**config.mk**
```make
export PLATFORM = sky130hd
export DESIGN_NAME = spike_counter_top
export DESIGN_NICKNAME = d
export VERILOG_FILES = /design/src/design/spike_counter_pkg.sv /design/src/design/spike_counter_top.sv /design/src/design/window_result.sv /design/src/design/spike_count_execute.sv /design/src/design/window_timer.sv /design/src/design/spike_edge_decode.sv
export VERILOG_INCLUDE_DIRS = /design/src /design/src/include
export SDC_FILE = /design/constraint.sdc
export NUM_CORES = 1
export LEC_CHECK = 0
export BUFFER_PORTS_ARGS = -buffer_cell sky130_fd_sc_hd__buf_2
export CAP_MARGIN = 0
export CORE_MARGIN = 3
export CORE_UTILIZATION = 55
export DETAILED_ROUTE_END_ITERATION = 6
export PLACE_DENSITY = 0.72
export SETUP_SLACK_MARGIN = 0.02
export SYNTH_ARGS = -nofsm -noshare
export SYNTH_HDL_FRONTEND = slang
export SYNTH_HIERARCHICAL = 1
export SYNTH_SLANG_ARGS = --single-unit
```
**constraint.sdc**
```tcl
create_clock -name clk -period 6.2 [get_ports clk]
set_clock_uncertainty 0.2 [all_clocks]
set_input_delay 0.62 -clock clk [delete_from_list [all_inputs] [get_ports clk]]
set_output_delay 0.62 -clock clk [all_outputs]
set_load 0.005 [all_outputs]
```
**src/include/spike_counter_config.svh**
```systemverilog
`ifndef SPIKE_COUNTER_CONFIG_SVH
`define SPIKE_COUNTER_CONFIG_SVH

// number of independent spike inputs
`define SPIKE_NUM_CHANNELS 4

// bits per channel count
// kept small so the all-ones value is easy to reach
`define SPIKE_COUNT_WIDTH 8

// bits of the programmable window length
`define SPIKE_TIMER_WIDTH 16

// shortest window the timer accepts
// must cover sync latency plus the capture and done stages
`define SPIKE_MIN_WINDOW 8

`endif
```
**src/design/spike_counter_pkg.sv**
```systemverilog
`include "spike_counter_config.svh"

package spike_counter_pkg;

    // one bit per channel
    // spike levels, enable mask, edge pulses, overflow flags
    typedef logic [`SPIKE_NUM_CHANNELS-1:0] chan_vec_t;

    // a single channel count
    typedef logic [`SPIKE_COUNT_WIDTH-1:0] count_t;

    // all channel counts side by side
    // channel 0 sits in the low bits
    typedef logic [`SPIKE_NUM_CHANNELS*`SPIKE_COUNT_WIDTH-1:0] count_vec_t;

    // window length in clock cycles
    typedef logic [`SPIKE_TIMER_WIDTH-1:0] window_len_t;

endpackage

```
**src/design/spike_counter_top.sv**
```systemverilog
module spike_counter_top (
    input  logic                            clk,
    input  logic                            reset,
    input  spike_counter_pkg::chan_vec_t    spike,
    input  spike_counter_pkg::chan_vec_t    chan_mask,
    input  logic                            run,
    input  spike_counter_pkg::window_len_t  window_len,
    output spike_counter_pkg::count_vec_t   count_out,
    output spike_counter_pkg::chan_vec_t    overflow_out,
    output logic                            window_done
);

    // decode to execute
    spike_counter_pkg::chan_vec_t  spike_pulse;
    // timer to execute
    logic                          window_end;
    // execute to result
    spike_counter_pkg::count_vec_t final_count;
    spike_counter_pkg::chan_vec_t  final_overflow;
    logic                          capture;

    // raw spike levels in, edge pulses out
    spike_edge_decode u_decode (
        .clk         (clk),
        .reset       (reset),
        .spike       (spike),
        .chan_mask   (chan_mask),
        .spike_pulse (spike_pulse)
    );

    // window boundary generator
    window_timer u_timer (
        .clk        (clk),
        .reset      (reset),
        .run        (run),
        .window_len (window_len),
        .window_end (window_end)
    );

    // per-channel counters
    spike_count_execute u_execute (
        .clk            (clk),
        .reset          (reset),
        .run            (run),
        .spike_pulse    (spike_pulse),
        .window_end     (window_end),
        .final_count    (final_count),
        .final_overflow (final_overflow),
        .capture        (capture)
    );

    // readout registers and done pulse
    window_result u_result (
        .clk            (clk),
        .reset          (reset),
        .final_count    (final_count),
        .final_overflow (final_overflow),
        .capture        (capture),
        .count_out      (count_out),
        .overflow_out   (overflow_out),
        .window_done    (window_done)
    );

endmodule

```
**src/design/window_result.sv**
```systemverilog
module window_result (
    input  logic                           clk,
    input  logic                           reset,
    input  spike_counter_pkg::count_vec_t  final_count,
    input  spike_counter_pkg::chan_vec_t   final_overflow,
    input  logic                           capture,
    output spike_counter_pkg::count_vec_t  count_out,
    output spike_counter_pkg::chan_vec_t   overflow_out,
    output logic                           window_done
);

    // readout register
    // holds the last finished window while the next one counts
    always_ff @(posedge clk or posedge reset) begin
        if (reset) begin
            count_out    <= '0;
            overflow_out <= '0;
        end else if (capture) begin
            count_out    <= final_count;
            overflow_out <= final_overflow;
        end
    end

    // done goes high in the cycle the new values show up
    always_ff @(posedge clk or posedge reset) begin
        if (reset) begin
            window_done <= 1'b0;
        end else begin
            window_done <= capture;
        end
    end

    // one done per window
    a_done_single_cycle : assert property (
        @(posedge clk) disable iff (reset)
        window_done |-> !$past(window_done)
    ) else $error("window_done high two cycles in a row");

endmodule

```
**src/design/spike_count_execute.sv**
```systemverilog
`include "spike_counter_config.svh"

module spike_count_execute (
    input  logic                           clk,
    input  logic                           reset,
    input  logic                           run,
    input  spike_counter_pkg::chan_vec_t   spike_pulse,
    input  logic                           window_end,
    output spike_counter_pkg::count_vec_t  final_count,
    output spike_counter_pkg::chan_vec_t   final_overflow,
    output logic                           capture
);

    // running counts and flags of all channels, packed
    wire spike_counter_pkg::count_vec_t run_count;
    wire spike_counter_pkg::chan_vec_t  run_overflow;

    genvar ch;

    generate
        for (ch = 0; ch < `SPIKE_NUM_CHANNELS; ch++) begin : g_chan
            // this channel's count in the open window
            spike_counter_pkg::count_t count_q;
            // set once a pulse hit the all-ones count
            logic                      ovf_q;
            // count has reached its ceiling
            logic                      at_max;

            assign at_max = (count_q == '1);

            always_ff @(posedge clk or posedge reset) begin
                if (reset) begin
                    count_q <= '0;
                    ovf_q   <= 1'b0;
                end else if (!run) begin
                    // stopped, clear for the restart
                    count_q <= '0;
                    ovf_q   <= 1'b0;
                end else if (window_end) begin
                    // a pulse on the boundary belongs to the new window
                    count_q <= {{(`SPIKE_COUNT_WIDTH-1){1'b0}}, spike_pulse[ch]};
                    ovf_q   <= 1'b0;
                end else if (spike_pulse[ch]) begin
                    if (at_max) begin
                        // saturate and remember it
                        ovf_q <= 1'b1;
                    end else begin
                        count_q <= count_q + 1'b1;
                    end
                end
            end

            assign run_count[ch*`SPIKE_COUNT_WIDTH +: `SPIKE_COUNT_WIDTH] = count_q;
            assign run_overflow[ch] = ovf_q;
        end
    endgenerate

    // snapshot of the closing window
    // capture flags the new snapshot one cycle later
    always_ff @(posedge clk or posedge reset) begin
        if (reset) begin
            final_count    <= '0;
            final_overflow <= '0;
            capture        <= 1'b0;
        end else begin
            capture <= window_end;
            if (window_end) begin
                final_count    <= run_count;
                final_overflow <= run_overflow;
            end
        end
    end

    // result stage relies on capture trailing window_end by one cycle
    a_capture_delay : assert property (
        @(posedge clk) disable iff (reset)
        capture == $past(window_end)
    ) else $error("capture %h does not follow window_end", capture);

endmodule

```
**src/design/window_timer.sv**
```systemverilog
`include "spike_counter_config.svh"

module window_timer (
    input  logic                            clk,
    input  logic                            reset,
    input  logic                            run,
    input  spike_counter_pkg::window_len_t  window_len,
    output logic                            window_end
);

    // cycles elapsed in the current window, 1 based
    spike_counter_pkg::window_len_t cycle_cnt;
    // length in force for the current window
    spike_counter_pkg::window_len_t len_q;
    // set once the first window has started
    logic                           active;
    // start of a new window, on run rising or after a window end
    logic                           win_start;

    // last cycle of the window
    // run low keeps the pulse off even in the cycle run drops
    assign window_end = run & active & (cycle_cnt == len_q);

    assign win_start = run & (~active | window_end);

    always_ff @(posedge clk or posedge reset) begin
        if (reset) begin
            active    <= 1'b0;
            cycle_cnt <= '0;
            len_q     <= '0;
        end else if (!run) begin
            // stopped, next run starts a fresh window
            active    <= 1'b0;
            cycle_cnt <= '0;
        end else if (win_start) begin
            // new length applies from this window on
            active    <= 1'b1;
            cycle_cnt <= spike_counter_pkg::window_len_t'(1);
            len_q     <= window_len;
        end else begin
            cycle_cnt <= cycle_cnt + 1'b1;
        end
    end

    // shorter windows would let window_done overlap the next capture
    a_min_window : assert property (
        @(posedge clk) disable iff (reset)
        active |-> (len_q >= `SPIKE_MIN_WINDOW)
    ) else $error("captured window length too short: %h", len_q);

endmodule

```
**src/design/spike_edge_decode.sv**
```systemverilog
`include "spike_counter_config.svh"

module spike_edge_decode (
    input  logic                          clk,
    input  logic                          reset,
    input  spike_counter_pkg::chan_vec_t  spike,
    input  spike_counter_pkg::chan_vec_t  chan_mask,
    output spike_counter_pkg::chan_vec_t  spike_pulse
);

    // first synchronizer stage, may go metastable
    spike_counter_pkg::chan_vec_t sync_meta;
    // second stage, safe to use in logic
    spike_counter_pkg::chan_vec_t sync_level;
    // synchronized level one cycle earlier
    spike_counter_pkg::chan_vec_t sync_prev;
    // rising edge on enabled channels
    spike_counter_pkg::chan_vec_t rise_edge;

    // two flop synchronizer per channel
    always_ff @(posedge clk or posedge reset) begin
        if (reset) begin
            sync_meta  <= '0;
            sync_level <= '0;
        end else begin
            sync_meta  <= spike;
            sync_level <= sync_meta;
        end
    end

    // low to high transition of the clean level
    // masked channels never produce an edge
    assign rise_edge = sync_level & ~sync_prev & chan_mask;

    // history flop and the pulse register
    // pulse appears on the third edge after the spike is first sampled
    always_ff @(posedge clk or posedge reset) begin
        if (reset) begin
            sync_prev   <= '0;
            spike_pulse <= '0;
        end else begin
            sync_prev   <= sync_level;
            spike_pulse <= rise_edge;
        end
    end

    // each spike edge gives a single cycle pulse
    // back to back pulses on one channel would double count
    a_pulse_single_cycle : assert property (
        @(posedge clk) disable iff (reset)
        (spike_pulse & $past(spike_pulse)) == '0
    ) else $error("spike_pulse high two cycles in a row: %h", spike_pulse);

endmodule

```
==> results.sh <==
export IMPL_status="finished with violations"
export IMPL_violations="DRC"
export IMPL_finalPower_uw=2200
export IMPL_crit_path_end_kind="flip-flop"
export IMPL_hold_buffers=0
export IMPL_grt_max_degree=74
export IMPL_initial_utilization_pct=57.6
export IMPL_dp_cells=836
export IMPL_maxSlewHeadroom_pct=15.8
export IMPL_drt_iter0_drc=367
export IMPL_synth_seq_cells=159
export IMPL_n_antenna_cell=0
export IMPL_syn_inst=636
export IMPL_yosys_cell_types_count=55
export IMPL_core_sq_um=12900
export IMPL_grt_setup_unrepaired="false"
export IMPL_postCtsResizedCells=0
export IMPL_groute_usage_overall_pct=21.5
export IMPL_worstMarginPinSlew_ns=1.26
export IMPL_synth_seq_area_share_pct=53.5
export IMPL_rows=41
export IMPL_root_buffer="clkbuf_16"
export IMPL_final_cell_mix="158 x dfrtp_1, 63 x buf_2, 48 x nand2_1"
export IMPL_via_per_inst=6.01
export IMPL_grt_pass1_wl_mm=25.5
export IMPL_vias=5214
export IMPL_setup_worst_path_start_class="flip-flop"
export IMPL_ctsHtreeMaxLevel=4
export IMPL_crit_type="flip-flop to flip-flop"
export IMPL_fp_dieW_um=122
export IMPL_io_pins=64
export IMPL_gp_congestion=0.863
export IMPL_yosysWarnings=6
export IMPL_drc=1
export IMPL_stdcell_area_sq_um=8350
export IMPL_insertion_delay_ns=0.43
export IMPL_hold_viol_final=0
export IMPL_clk_path_buf_depth=2
export IMPL_p_leak_uw=0.00383
export IMPL_drv_cap=0
export IMPL_min_period_ns=3.15
export IMPL_grt_overflow_total=0
export IMPL_placed_cell_area_sq_um=7760
export IMPL_arrival_ns=3.25
export IMPL_powerDensity_nw_per_um2=263
export IMPL_fillers=1029
export IMPL_crit_fanout=47
export IMPL_antenna_found_initial=0
export IMPL_hold_path_class="input pin to asynchronous set/reset pin"
export IMPL_dieArea_sq_um=15000
export IMPL_nets=715
export IMPL_dp_hpwl_mm=9.77
export IMPL_cts_setup_buffers=0
export IMPL_synth_area_per_cell_sq_um=11.7
export IMPL_setup_tns_ns=0
export IMPL_drv_slew=0
export IMPL_synth_edff_count=0
export IMPL_mappedNetlistNets=668
export IMPL_final_cells=868
export IMPL_required_ns=6.30
export IMPL_drtAntennaViolNets=0
export IMPL_setup_violations=0
export IMPL_cts_sinks=159
export IMPL_die_h_um=122
export IMPL_area_growth_pct=12.2
export IMPL_finalCritPeriodShare_pct=50.9
export IMPL_cts_tree="built"
export IMPL_io_buffer_count=63
export IMPL_final_common_cell="dfrtp_1"
export IMPL_dr_pass1_iters=7
export IMPL_path_clk_slew_ns=0.06
export IMPL_cts_made_buffers=17
export IMPL_max_freq_mhz=317
export IMPL_wl_per_cell_um=17.3
export IMPL_finalWirelength_mm=15.0
export IMPL_synth_ff_type="dfrtp_1"
export IMPL_synthArstFlopShare_pct=100
export IMPL_layout_drive_gt1_share_pct=25.6
export IMPL_vdd_drop_max_mv=0.186
export IMPL_grt_pass1_vias=5149
export IMPL_post_route_util_pct=64.6
export IMPL_netlist_area_sq_um=7440
[synthesized netlist by cell type, types with 15 or more instances]
master / number / area [sq um]
mux2_4: 30 / 450
nand2_1: 48 / 180
inv_1: 23 / 86.3
clkbuf_1: 15 / 56.3
dfrtp_1: 159 / 3980
nand4_1: 27 / 169
nand3_1: 21 / 105
xor2_1: 22 / 193
nor2_1: 27 / 101
buf_2: 15 / 75.1
o211ai_1: 16 / 120
mux2_2: 42 / 473
a31oi_1: 17 / 106
o21ai_0: 18 / 90.1
[report_power, final]
part	leakage, uW	internal, uW	switching, uW
combinational	0.00143	34.0	62.9
sequential	0.00212	1050	20.0
clock	0.000282	577	448
[logic make-up after synthesis]
kind of cell | count (synthesis) | share of synthesized area (%)
compound gates | 100 | 9.50
xor+xnor | 30 | 3.53
fa+ha+maj | 5 | 0.841
buf+inv | 65 | 4.76
flops | 159 | 53.5
mux | 80 | 13.5
simple gates | 197 | 14.4
[sequential cells by signal, summed over array words and instances (netlist names)]
signal                    count
u_decode/sync_prev            4
u_decode/sync_meta            4
u_decode/sync_level           4
u_result/overflow_out         4
u_execute/g_chan.count_q     32
u_execute/final_count        32
u_result/window_done          1
u_timer/cycle_cnt            16
u_timer/active                1
u_timer/len_q                16
u_result/count_out           32
u_execute/capture             1
u_execute/g_chan.ovf_q        4
u_execute/final_overflow      4
u_decode/spike_pulse          4
[critical path, stage by stage, from the launching register on]
cell and delay (ns):
dfrtp_1 0.45, xor2_1 0.19, nor4_1 0.36, nand2_1 0.12, nor4_2 0.22, buf_4 0.52
nand2b_1 0.70, a2111o_1 0.18, o21ai_0 0.08
[worst paths after layout]
path,startpoint,end,slack [ns],cells after the start
max in group asynchronous,reset,u_execute/capture,4.87,3
worst max register to register,u_timer/cycle_cnt[2],u_execute/g_chan[0].count_q[2],3.05,8
min in group clk,spike[0],u_decode/sync_meta[0],0.10,1
worst min register to register,u_decode/sync_meta[2],u_decode/sync_level[2],0.15,0
worst max-delay path,u_timer/cycle_cnt[2],u_execute/g_chan[0].count_q[2],3.05,8
worst min-delay path,reset,u_decode/spike_pulse[1],0.09,2
[final cells by class]
| class | instances | area, sq um | area share, % |
|---|---|---|---|
| flip-flops and latches | 159 | 3980 | 47.7 |
| multi-input cells | 412 | 3110 | 37.3 |
| clock inverters | 14 | 146 | 1.75 |
| inverters | 24 | 90.1 | 1.08 |
| well taps | 172 | 215 | 2.58 |
| clock buffers | 18 | 439 | 5.26 |
| repair buffers | 69 | 360 | 4.32 |
[layer usage]
layer	track usage [%]	vias to the layer above	part of all wire, %
li1	-	2426	-
met1	29.4	2624	45
met2	34.4	147	49
met3	4.79	17	4.6
met4	7.28	0	1.2
met5	0	-	0
[per-stage QoR]
| step | setup WS [ns] | hold WS, ns |
|---|---|---|
| after floorplan | 3.53 | 0.131 |
| after global placement | 2.79 | 0.132 |
| after global routing | 2.80 | 0.0755 |
| after CTS | 3.08 | 0.0774 |
| final | 3.05 | 0.0901 |
| after detailed placement | 2.63 | 0.136 |
(Power assumes the default switching activity.)
